==> src/hdl/mem_pkg.sv <==
package mem_pkg;

    localparam int XLEN = 32;
    localparam int SEL_W = 4;
    localparam logic [XLEN-1:0] RESET_PC = 32'h1c00_0000;

    // Instructions per fetch pair
    localparam int FETCH_WIDTH = 2;
    localparam int SLOT_W = $clog2(FETCH_WIDTH);
    localparam logic [SLOT_W-1:0] LAST_SLOT = SLOT_W'(FETCH_WIDTH - 1);

    typedef enum logic [2:0] {
        LD_B  = 3'd0,
        LD_BU = 3'd1,
        LD_H  = 3'd2,
        LD_HU = 3'd3,
        LD_W  = 3'd4,
        ST_B  = 3'd5,
        ST_H  = 3'd6,
        ST_W  = 3'd7
    } lsu_op_e;

    // Plain strobe-and-response bus, one transaction in flight
    typedef struct packed {
        logic             valid;
        logic             we;
        logic [XLEN-1:0]  addr;
        logic [SEL_W-1:0] sel;
        logic [XLEN-1:0]  wdata;
    } bus_req_t;

    typedef struct packed {
        logic            valid;
        logic [XLEN-1:0] rdata;
    } bus_rsp_t;

    typedef struct packed {
        logic                             valid;
        logic [XLEN-1:0]                  pc;
        logic [FETCH_WIDTH-1:0][XLEN-1:0] instr;
    } fetch_pair_t;

    typedef struct packed {
        logic            valid;
        lsu_op_e         op;
        logic [XLEN-1:0] addr;
        logic [XLEN-1:0] wdata;
    } mem_op_t;

    typedef struct packed {
        logic            valid;
        logic [XLEN-1:0] rdata;
    } mem_result_t;

endpackage

==> src/hdl/fetch_unit.sv <==
`timescale 1ns/100ps

module fetch_unit (
    input  logic                 clk,
    input  logic                 rst_n_i,
    input  logic                 fetch_en_i,
    input  logic                 ib_stall_i,
    input  logic                 redirect_i,
    input  logic [31:0]          redirect_pc_i,
    output mem_pkg::bus_req_t    bus_req_o,
    input  mem_pkg::bus_rsp_t    bus_rsp_i,
    output mem_pkg::fetch_pair_t fetch_pair_o
);

    logic [mem_pkg::XLEN-1:0] pc_q;
    logic [mem_pkg::XLEN-1:0] addr_q;
    logic [mem_pkg::SLOT_W-1:0] slot_q;
    logic req_q;
    logic discard_q;
    logic pair_valid_q;
    logic [mem_pkg::FETCH_WIDTH-1:0][mem_pkg::XLEN-1:0] instr_q;

    logic issue;
    logic fill;
    logic accept;

    // New read only when idle and the pair slot is free
    assign issue = fetch_en_i && !redirect_i && !req_q && !pair_valid_q;

    // Stale responses after a redirect are dropped
    assign fill = bus_rsp_i.valid && req_q && !discard_q && !redirect_i;

    assign accept = pair_valid_q && !ib_stall_i;

    always_ff @(posedge clk or negedge rst_n_i) begin
        if (!rst_n_i) begin
            pc_q         <= mem_pkg::RESET_PC;
            addr_q       <= mem_pkg::RESET_PC;
            slot_q       <= '0;
            req_q        <= 1'b0;
            discard_q    <= 1'b0;
            pair_valid_q <= 1'b0;
        end else begin
            // Request level held until the response pulse
            if (bus_rsp_i.valid) begin
                req_q <= 1'b0;
            end else if (issue) begin
                req_q <= 1'b1;
            end

            if (redirect_i) begin
                pc_q         <= redirect_pc_i;
                // An outstanding read keeps its address until the response
                if (!req_q || bus_rsp_i.valid) begin
                    addr_q <= redirect_pc_i;
                end
                slot_q       <= '0;
                pair_valid_q <= 1'b0;
                // Read still outstanding past this cycle
                discard_q    <= req_q && !bus_rsp_i.valid;
            end else begin
                if (bus_rsp_i.valid) begin
                    discard_q <= 1'b0;
                    // Stale read done, resume at the redirect target
                    if (discard_q) begin
                        addr_q <= pc_q;
                    end
                end
                if (fill) begin
                    addr_q <= addr_q + 32'd4;
                    if (slot_q == mem_pkg::LAST_SLOT) begin
                        slot_q       <= '0;
                        pair_valid_q <= 1'b1;
                    end else begin
                        slot_q <= slot_q + 1'b1;
                    end
                end
                // addr_q already points past the pair
                if (accept) begin
                    pc_q         <= addr_q;
                    pair_valid_q <= 1'b0;
                end
            end
        end
    end

    always_ff @(posedge clk) begin
        if (fill) begin
            instr_q[slot_q] <= bus_rsp_i.rdata;
        end
    end

    always_comb begin
        bus_req_o       = '0;
        bus_req_o.valid = req_q;
        bus_req_o.addr  = addr_q;
        bus_req_o.sel   = '1;
    end

    assign fetch_pair_o.valid = pair_valid_q;
    assign fetch_pair_o.pc    = pc_q;
    assign fetch_pair_o.instr = instr_q;

    // A held pair blocks further bus reads
    assert property (@(posedge clk) disable iff (!rst_n_i)
        fetch_pair_o.valid |-> !bus_req_o.valid)
        else $error("fetch_unit: bus read while a pair is presented");

endmodule

==> src/hdl/lsu_port.sv <==
`timescale 1ns/100ps

module lsu_port (
    input  logic                 clk,
    input  logic                 rst_n_i,
    input  mem_pkg::mem_op_t     mem_op_i,
    output logic                 data_busy_o,
    output mem_pkg::mem_result_t mem_result_o,
    output mem_pkg::bus_req_t    bus_req_o,
    input  mem_pkg::bus_rsp_t    bus_rsp_i
);

    mem_pkg::mem_op_t op_q;
    logic busy_q;
    logic result_valid_q;
    logic [mem_pkg::XLEN-1:0] result_data_q;

    logic accept;
    logic is_store;
    logic [1:0] offset;
    logic [mem_pkg::SEL_W-1:0] sel;
    logic [mem_pkg::XLEN-1:0] wdata_lane;
    logic [7:0] rd_byte;
    logic [15:0] rd_half;
    logic [mem_pkg::XLEN-1:0] load_data;

    assign accept   = mem_op_i.valid && !busy_q;
    assign offset   = op_q.addr[1:0];
    assign is_store = op_q.op inside {mem_pkg::ST_B, mem_pkg::ST_H, mem_pkg::ST_W};

    // Byte selects and write data copied into every lane
    always_comb begin
        case (op_q.op)
            mem_pkg::LD_B, mem_pkg::LD_BU, mem_pkg::ST_B: begin
                sel        = 4'b0001 << offset;
                wdata_lane = {4{op_q.wdata[7:0]}};
            end
            mem_pkg::LD_H, mem_pkg::LD_HU, mem_pkg::ST_H: begin
                sel        = 4'b0011 << offset;
                wdata_lane = {2{op_q.wdata[15:0]}};
            end
            default: begin
                sel        = '1;
                wdata_lane = op_q.wdata;
            end
        endcase
    end

    assign rd_byte = bus_rsp_i.rdata[{offset, 3'b000} +: 8];
    assign rd_half = bus_rsp_i.rdata[{offset[1], 4'b0000} +: 16];

    always_comb begin
        case (op_q.op)
            mem_pkg::LD_B:  load_data = {{24{rd_byte[7]}}, rd_byte};
            mem_pkg::LD_BU: load_data = {24'b0, rd_byte};
            mem_pkg::LD_H:  load_data = {{16{rd_half[15]}}, rd_half};
            mem_pkg::LD_HU: load_data = {16'b0, rd_half};
            mem_pkg::LD_W:  load_data = bus_rsp_i.rdata;
            // Stores return no data
            default:        load_data = '0;
        endcase
    end

    always_ff @(posedge clk or negedge rst_n_i) begin
        if (!rst_n_i) begin
            busy_q         <= 1'b0;
            result_valid_q <= 1'b0;
        end else begin
            if (bus_rsp_i.valid) begin
                busy_q <= 1'b0;
            end else if (accept) begin
                busy_q <= 1'b1;
            end
            result_valid_q <= bus_rsp_i.valid && busy_q;
        end
    end

    always_ff @(posedge clk) begin
        if (accept) begin
            op_q <= mem_op_i;
        end
        if (bus_rsp_i.valid) begin
            result_data_q <= load_data;
        end
    end

    always_comb begin
        bus_req_o       = '0;
        bus_req_o.valid = busy_q;
        bus_req_o.we    = is_store;
        bus_req_o.addr  = {op_q.addr[31:2], 2'b00};
        bus_req_o.sel   = sel;
        bus_req_o.wdata = wdata_lane;
    end

    assign data_busy_o        = busy_q;
    assign mem_result_o.valid = result_valid_q;
    assign mem_result_o.rdata = result_data_q;

    assert property (@(posedge clk) disable iff (!rst_n_i)
        mem_op_i.valid && (mem_op_i.op inside {mem_pkg::LD_H, mem_pkg::LD_HU, mem_pkg::ST_H})
        |-> !mem_op_i.addr[0])
        else $error("lsu_port: odd halfword address");

    assert property (@(posedge clk) disable iff (!rst_n_i)
        mem_op_i.valid && (mem_op_i.op inside {mem_pkg::LD_W, mem_pkg::ST_W})
        |-> mem_op_i.addr[1:0] == 2'b00)
        else $error("lsu_port: unaligned word address");

    // Back end must wait for the previous result
    assert property (@(posedge clk) disable iff (!rst_n_i)
        mem_op_i.valid |-> !data_busy_o)
        else $error("lsu_port: operation issued while busy");

endmodule

==> src/hdl/bus_arbiter.sv <==
`timescale 1ns/100ps

module bus_arbiter (
    input  logic              clk,
    input  logic              rst_n_i,
    input  mem_pkg::bus_req_t fetch_req_i,
    output mem_pkg::bus_rsp_t fetch_rsp_o,
    input  mem_pkg::bus_req_t data_req_i,
    output mem_pkg::bus_rsp_t data_rsp_o,
    output mem_pkg::bus_req_t bus_req_o,
    input  mem_pkg::bus_rsp_t bus_rsp_i
);

    typedef enum logic [1:0] {
        ARB_IDLE,
        ARB_FETCH,
        ARB_DATA
    } arb_state_e;

    arb_state_e state_q;
    arb_state_e state_d;

    logic grant_fetch;
    logic grant_data;

    // Data side wins when both ask from idle
    assign grant_data  = (state_q == ARB_DATA) ||
                         (state_q == ARB_IDLE && data_req_i.valid);
    assign grant_fetch = (state_q == ARB_FETCH) ||
                         (state_q == ARB_IDLE && !data_req_i.valid && fetch_req_i.valid);

    always_comb begin
        state_d = state_q;
        if (bus_rsp_i.valid) begin
            // Also covers a zero-latency reply straight from idle
            state_d = ARB_IDLE;
        end else if (state_q == ARB_IDLE) begin
            if (grant_data) begin
                state_d = ARB_DATA;
            end else if (grant_fetch) begin
                state_d = ARB_FETCH;
            end
        end
    end

    always_ff @(posedge clk or negedge rst_n_i) begin
        if (!rst_n_i) begin
            state_q <= ARB_IDLE;
        end else begin
            state_q <= state_d;
        end
    end

    always_comb begin
        if (grant_data) begin
            bus_req_o = data_req_i;
        end else if (grant_fetch) begin
            bus_req_o = fetch_req_i;
        end else begin
            bus_req_o = '0;
        end
    end

    always_comb begin
        fetch_rsp_o       = '0;
        data_rsp_o        = '0;
        fetch_rsp_o.rdata = bus_rsp_i.rdata;
        data_rsp_o.rdata  = bus_rsp_i.rdata;
        fetch_rsp_o.valid = bus_rsp_i.valid && grant_fetch;
        data_rsp_o.valid  = bus_rsp_i.valid && grant_data;
    end

    assert property (@(posedge clk) disable iff (!rst_n_i)
        bus_rsp_i.valid |-> (grant_fetch || grant_data))
        else $error("bus_arbiter: response without a grant");

    // Granted peer keeps its request level until the response
    assert property (@(posedge clk) disable iff (!rst_n_i)
        (state_q == ARB_FETCH) |-> fetch_req_i.valid)
        else $error("bus_arbiter: fetch request dropped during grant");

endmodule

==> src/hdl/mem_subsys_top.sv <==
`timescale 1ns/100ps

module mem_subsys_top (
    input  logic                 clk,
    input  logic                 rst_n_i,
    input  logic                 fetch_en_i,
    input  logic                 ib_stall_i,
    input  logic                 redirect_i,
    input  logic [31:0]          redirect_pc_i,
    output mem_pkg::fetch_pair_t fetch_pair_o,
    input  mem_pkg::mem_op_t     mem_op_i,
    output mem_pkg::mem_result_t mem_result_o,
    output logic                 data_busy_o,
    output mem_pkg::bus_req_t    bus_req_o,
    input  mem_pkg::bus_rsp_t    bus_rsp_i
);

    // Peer side of the arbiter
    mem_pkg::bus_req_t fetch_bus_req;
    mem_pkg::bus_rsp_t fetch_bus_rsp;
    mem_pkg::bus_req_t data_bus_req;
    mem_pkg::bus_rsp_t data_bus_rsp;

    fetch_unit u_fetch_unit (
        .clk          (clk),
        .rst_n_i      (rst_n_i),
        .fetch_en_i   (fetch_en_i),
        .ib_stall_i   (ib_stall_i),
        .redirect_i   (redirect_i),
        .redirect_pc_i(redirect_pc_i),
        .bus_req_o    (fetch_bus_req),
        .bus_rsp_i    (fetch_bus_rsp),
        .fetch_pair_o (fetch_pair_o)
    );

    lsu_port u_lsu_port (
        .clk         (clk),
        .rst_n_i     (rst_n_i),
        .mem_op_i    (mem_op_i),
        .data_busy_o (data_busy_o),
        .mem_result_o(mem_result_o),
        .bus_req_o   (data_bus_req),
        .bus_rsp_i   (data_bus_rsp)
    );

    bus_arbiter u_bus_arbiter (
        .clk        (clk),
        .rst_n_i    (rst_n_i),
        .fetch_req_i(fetch_bus_req),
        .fetch_rsp_o(fetch_bus_rsp),
        .data_req_i (data_bus_req),
        .data_rsp_o (data_bus_rsp),
        .bus_req_o  (bus_req_o),
        .bus_rsp_i  (bus_rsp_i)
    );

endmodule

==> config.mk <==
export PLATFORM = sky130hd
export DESIGN_NAME = mem_subsys_top
export DESIGN_NICKNAME = d
export VERILOG_FILES = /design/src/hdl/mem_pkg.sv /design/src/hdl/fetch_unit.sv /design/src/hdl/lsu_port.sv /design/src/hdl/bus_arbiter.sv /design/src/hdl/mem_subsys_top.sv
export SDC_FILE = /design/constraint.sdc
export NUM_CORES = 1
export LEC_CHECK = 0
export BUFFER_PORTS_ARGS = -buffer_cell sky130_fd_sc_hd__buf_2
export CAP_MARGIN = 5
export CORE_UTILIZATION = 35
export CTS_CLUSTER_DIAMETER = 40
export DETAILED_ROUTE_END_ITERATION = 8
export GPL_TIMING_DRIVEN = 0
export SYNTH_ARGS = -nofsm -noshare
export SYNTH_HDL_FRONTEND = slang
export SYNTH_SLANG_ARGS = --single-unit
==> constraint.sdc <==
create_clock -name clk -period 5.8 [get_ports clk]
set_clock_uncertainty 0.05 [all_clocks]
set_input_delay 0.87 -clock clk [delete_from_list [all_inputs] [get_ports clk]]
set_output_delay 0.87 -clock clk [all_outputs]
set_load 0.01 [all_outputs]
# [Yosys cells after proc, flatten, opt, wreduce, memory -nomap -nowiden]
# Index checks and enable logic that the tools add are counted.
[classes] n_mux=32 n_eq_ne=10 shifts=4 magnitude_cmp=2 n_reduce_logical=45 add_sub_neg=2
[op_table] op="$mux 32" count=8
[op_table] op="$pmux 32 s5" count=1
[op_table] op="$mux 70" count=2
[op_table] op="$bwmux 64" count=1
[op_table] op="$pmux 32 s2" count=1
[op_table] op="$add 32x3->32 const B" count=1
[op_table] op="$demux 32 s1" count=1
[op_table] op="$shiftx 32x6->16" count=1
[op_table] op="$shiftx 32x6->8" count=1
[op_table] op="$reduce_bool 3->1" count=6
[op_table] op="$logic_and 1x1->1" count=16
[op_table] op="$mux 1" count=13
[op_table] op="$eq 3x3->1 const B" count=4
[op_table] op="$reduce_bool 2->1" count=6
[op_table] op="$mux 2" count=4
[op_table] op="$pmux 4 s2" count=1
[op_table] op="$logic_not 1->1" count=7
[op_table] op="$eq 3x2->1 const B" count=2
[op_table] op="$reduce_or 3->1" count=2
[op_table] op="$reduce_and 2->1" count=2
[op_table] op="$shl 1x2->4 const A" count=1
[op_table] op="$shl 2x2->4 const A" count=1
[op_table] op="$eq 3x1->1 const B" count=1
[op_table] op="$logic_not 3->1" count=1
[op_table] op="other kinds (9)" count=11
[totals] out_inout_bits=201 in_bits=138 regBits=235 elab_cells=110

# [Depth between registers and ports, before layout]
[logic_depth] ltp_word=11 ltp_mapped=7 ltp_nobuf=6

# [Cells and area by module]
# A second synthesis with hierarchy kept.
[hier_totals] hier_cells=1100 hier_area_um2=12460.7
[by_module_without_submodules] mod="fetch_unit" area_per_inst_um2=6228.5 cells_each=578 n_inst=1 seq_area_each_um2=3631.0
[by_module_without_submodules] mod="lsu_port" area_per_inst_um2=4894.7 cells_each=360 n_inst=1 seq_area_each_um2=3022.9
[by_module_without_submodules] mod="bus_arbiter" area_per_inst_um2=1337.5 cells_each=162 n_inst=1 seq_area_each_um2=50.0

# [Least setup slack after synthesis]
# Ideal clock, no wire load.
[synth_path] kind="input -> register" startpoint="input port mem_op_i[67] in the netlist's numbering" endpoint="register u_lsu_port.op_q (netlist bit u_lsu_port.bus_req_o[38]) (enable)" t_required_ps=5251 path_slack_ps=1438 n_path_buf=0 t_arrival_ps=3813 setup_time_ps=499 path_stages=1 path_cell_list="nor2b_1"
[synth_between] elab_chain_len=1
[synth_lines] item="from (decl)" line_no="mem_subsys_top.sv:11" source="input mem_pkg::mem_op_t mem_op_i,"
[synth_lines] item="$logic_and 1x1->1" line_no="lsu_port.sv:27" source="assign accept = mem_op_i.valid && !busy_q;"
[synth_lines] item="to (signal assigned)" line_no="lsu_port.sv:80" source="op_q <= mem_op_i;"
[synth_lines] item="to (decl)" line_no="lsu_port.sv:13" source="mem_pkg::mem_op_t op_q;"
# Every way passes these cells.
# A chain may end at the register's enable or synchronous reset.

==> metrics.md <==
| Metric | Value |
|---|---|
| Top Layer Used | met4 |
| Boundary Pins | 339 |
| Wire length on met2 | 15.4 mm |
| TritonCTS Sinks | 235 |
| Max_cap viols | 0 |
| Fmax | 257 MHz |
| Starting DRC count in detailed routing | 682 |
| Worst R2R End | u_fetch_unit.fetch_pair_o[46] |
| Critical Path End Type | output pin |
| Core ar. | 0.0298 mm^2 |
| Routed wire per std cell | 20.3 um |
| Buf+Inv Stages, Crit Path | 3 |
| Slew @ Worst Pin | 0.864 ns |
| Vias in the first global route | 8501 |
| #FFs+latches synth | 235 |
| Final min period | 3.89 ns |
| Critical path class | reg2out |
| Share of layout cells above drive strength 1 | 0.371 |
| Max-slew violations | 0 |
| Post-CTS Hold Buffers | 0 |
| Worst R2R Setup Slack | 3.10 ns |
| Hpwl dp | 24.1 mm |
| Number of I/O port buffers | 337 |
| Crit path arrival time | 2.97 ns |
| Remaining DRCs | 0 |
| Seq/Total Area, Yosys | 0.630 |
| Root buf cell | clkbuf_16 |
| ANT nets after route | 0 |
| Delay-heaviest family, CP | simple AND/OR/NAND/NOR gates |
| Ys flop type | edfxtp_1 |
| FFs w/ async S/R, synth | 0.306 |
| Cells after Synth | 854 |
| Worst-case clock buffer depth | 3 |
| Area growth from synthesis to layout | 33.2% |
| Critical Path Sink | bus_req_o[64] |
| Worst slew margin relative to its limit | 0.422 |
| Iteration count of the initial detailed-routing pass | 6 |
| Worst R2R Path Depth | 5 |
| Slowest stage cell, crit path | nor2_1 |
| Die Ht | 176 um |
| Post-place setup slack | 2.35 ns |
| GRT Util Overall | 0.212 |
| FF-to-FF Start | u_lsu_port.data_busy_o |
| Mean Syn Cell Area | 12.5 um^2 |
| Post-Route WL | 33.7 mm |
| Critical path startpoint | u_fetch_unit.req_q |
| M1 wire length | 14.2 mm |
| Crit path cell chain | buf_2, nor2b_1, nor2_1, nor2_1, clkbuf_1, a22o_1, buf_2 |
| DR WL met3 | 2.71 mm |
| Reg clk slew, reported paths | 0.05 ns |
| Via Count | 8911 |
| Levels on crit path | 7 |
| RSZ-0062 raised after global routing | false |
| Post-Syn Nets | 993 |
| Final setup fails | 0 |
| Static leakage | 6.24 nW |
| First-pass GRT wire length | 49.9 mm |
| CTS HTree Levels | 2 |
| # nets final | 1374 |
| Std cell rows | 63 |
| Full die area | 0.0311 mm^2 |
| Post-CTS Resized | 0 |
| CP startpoint kind | flop |
| Largest fanout on the critical path | 10 |
| Final Power | 6.30 mW |
| Final Wtd Congestion | 0.811 |
| Synth unique cells | 67 |
| Inserted Clock Buffers | 38 |
| Post-synth EDFFs | 163 |
| Status | finished clean |
| Post-CTS Repair Setup Buffers | 0 |
| Clk Latency, worst-skew pair | 0.51 ns |
| Ys Warns | 0 |
| Crit-path max cell delay | 0.68 ns |
| Initial Util | 0.357 |
| Hold/Removal Path Class | in2async |
| Largest net degree at the start of global routing | 63 |
| Final hold violations | 0 |
| Grt total ovfl | 0 |
| Cell Area, Synth | 0.0106 mm^2 |
| Worst vdd ir | 0.000258 V |
| Setup WS post-layout | 1.91 ns |
| Period utilization | 0.671 |
| Die width | 176 um |
| Initial antenna violation count | 3 |
| Filler cells | 2807 |
| Cell Pwr Density | 444 mW/mm^2 |
| Setup TNS | 0 ns |
| Drt via density | 5.38 |
| WHS | 0.146 ns |
| Core Util, Final | 0.476 |
| CTS tree | built |
| Worst EP required | 4.88 ns |
==> stage by stage <==
stage / cell area [um^2] / instances
2_1_floorplan: 10600 / 854
3_3_place_gp: 12800 / 1581
3_5_place_dp: 12900 / 1585
4_1_cts: 14200 / 1653
5_1_grt: 14200 / 1654
6_report: 14200 / 1656
==> registers in the layout (all words and copies together) (netlist names) <==
name	cells
u_fetch_unit.slot_q	1
u_fetch_unit.fetch_pair_o	64
u_lsu_port.result_data_q	32
u_fetch_unit.pair_valid_q	1
u_bus_arbiter.state_q	2
u_lsu_port.op_q	35
u_lsu_port.bus_req_o	30
u_fetch_unit.addr_q	32
u_lsu_port.result_valid_q	1
u_lsu_port.offset	2
u_fetch_unit.req_q	1
u_fetch_unit.pc_q	32
u_lsu_port.data_busy_o	1
u_fetch_unit.discard_q	1
==> Yosys cell counts, types with 3 or more instances <==
cell	instances	area, um^2
mux2_2	3	33.8
a21o_1	24	180
and3_1	11	68.8
nand2b_1	6	37.5
nand3_1	23	115
o22ai_1	6	37.5
dfrtp_1	66	1650
o21ai_0	69	345
a21oi_1	36	180
mux2i_1	42	420
xnor2_1	3	26.3
o311a_1	3	30.0
o21ai_1	12	60.1
nor2b_1	4	25.0
a211o_1	3	26.3
nor4_1	3	18.8
o221a_2	3	33.8
a211oi_1	11	82.6
nand2_1	89	334
a222oi_1	7	70.1
dfstp_2	6	158
a22o_1	33	289
nor3_1	7	35.0
buf_1	3	11.3
clkbuf_1	34	128
and2_1	15	93.8
edfxtp_1	163	4890
buf_2	24	120
a221o_1	9	90.1
nand4_1	8	50.1
a31oi_1	14	87.6
nor2_1	43	161
mux4_2	7	158
inv_1	13	48.8
==> cells in the final DEF (no fill, tap or decap), types with 4 or more instances in the layout <==
| cell | instances |
|---|---|
| dfrtp_1 | 66 |
| inv_1 | 13 |
| clkinv_4 | 4 |
| nand4_1 | 8 |
| nand2_1 | 89 |
| dfstp_2 | 6 |
| nor3_1 | 7 |
| mux4_2 | 7 |
| nand3_1 | 23 |
| nand2b_1 | 6 |
| o21ai_0 | 69 |
| mux2i_1 | 42 |
| a21o_1 | 24 |
| nor2_1 | 42 |
| and2_1 | 13 |
| clkbuf_1 | 39 |
| clkbuf_8 | 6 |
| and3_1 | 11 |
| a211oi_1 | 11 |
| a31oi_1 | 14 |
| a221o_1 | 9 |
| a21oi_1 | 36 |
| o22ai_1 | 6 |
| edfxtp_1 | 163 |
| a22o_1 | 33 |
| o21ai_1 | 12 |
| clkinvlp_4 | 5 |
| clkbuf_16 | 39 |
| a222oi_1 | 7 |
| buf_2 | 360 |
==> power breakdown <==
part / internal [mW] / switching (mW) / total [mW] / leakage [nW]
sequential: 2.12 / 0.246 / 2.36 / 2.38
clock: 1.36 / 0.805 / 2.17 / 0.594
combinational: 0.680 / 1.09 / 1.77 / 3.27
total: 4.16 / 2.14 / 6.30 / 6.24
==> metal layers <==
metal | global-route usage | up-vias
met5 | 0 | -
met4 | 0.0902 | 0
met3 | 0.0459 | 91
met2 | 0.334 | 446
met1 | 0.281 | 4323
li1 | - | 4051
==> worst min path at each step <==
stage	to	startpoint	slack (ns)	cells after the start
6_report	u_fetch_unit.addr_q[29]	rst_n_i	0.15	1
5_1_grt	u_fetch_unit.addr_q[31]	rst_n_i	0.14	1
4_1_cts	u_fetch_unit.addr_q[29]	rst_n_i	0.13	1
3_5_place_dp	u_fetch_unit.addr_q[26]	u_fetch_unit.addr_q[26]	0.52	1
3_3_place_gp	u_fetch_unit.addr_q[27]	u_fetch_unit.addr_q[27]	0.51	2
2_1_floorplan	u_fetch_unit.addr_q[27]	u_fetch_unit.addr_q[27]	0.47	2
==> cell families after synthesis <==
kind of cell | after synthesis | share of synthesized area
AOI/OAI and AO/OA | 257 | 0.165
DFF | 235 | 0.630
and+or+nand+nor | 227 | 0.111
buffers and inverters | 78 | 0.0325
muxes | 52 | 0.0575
xor gates and xnor gates | 4 | 0.00329
adders and majority gates | 1 | 0.00118
==> layout make-up <==
| cell class | instances | area, um^2 | share of cell area |
|---|---|---|---|
| tap | 390 | 488 | 0.0344 |
| antenna | 3 | 7.51 | 0.000530 |
| clock inverter | 18 | 164 | 0.0116 |
| timing repair buffer | 341 | 1780 | 0.125 |
| clock buffer | 50 | 1080 | 0.0760 |
| sequential | 235 | 6700 | 0.473 |
| inverter | 13 | 48.8 | 0.00344 |
| buffer | 65 | 297 | 0.0209 |
| multi-input combinational | 541 | 3610 | 0.255 |
Note: power is estimated with default switching activity, not from simulation.
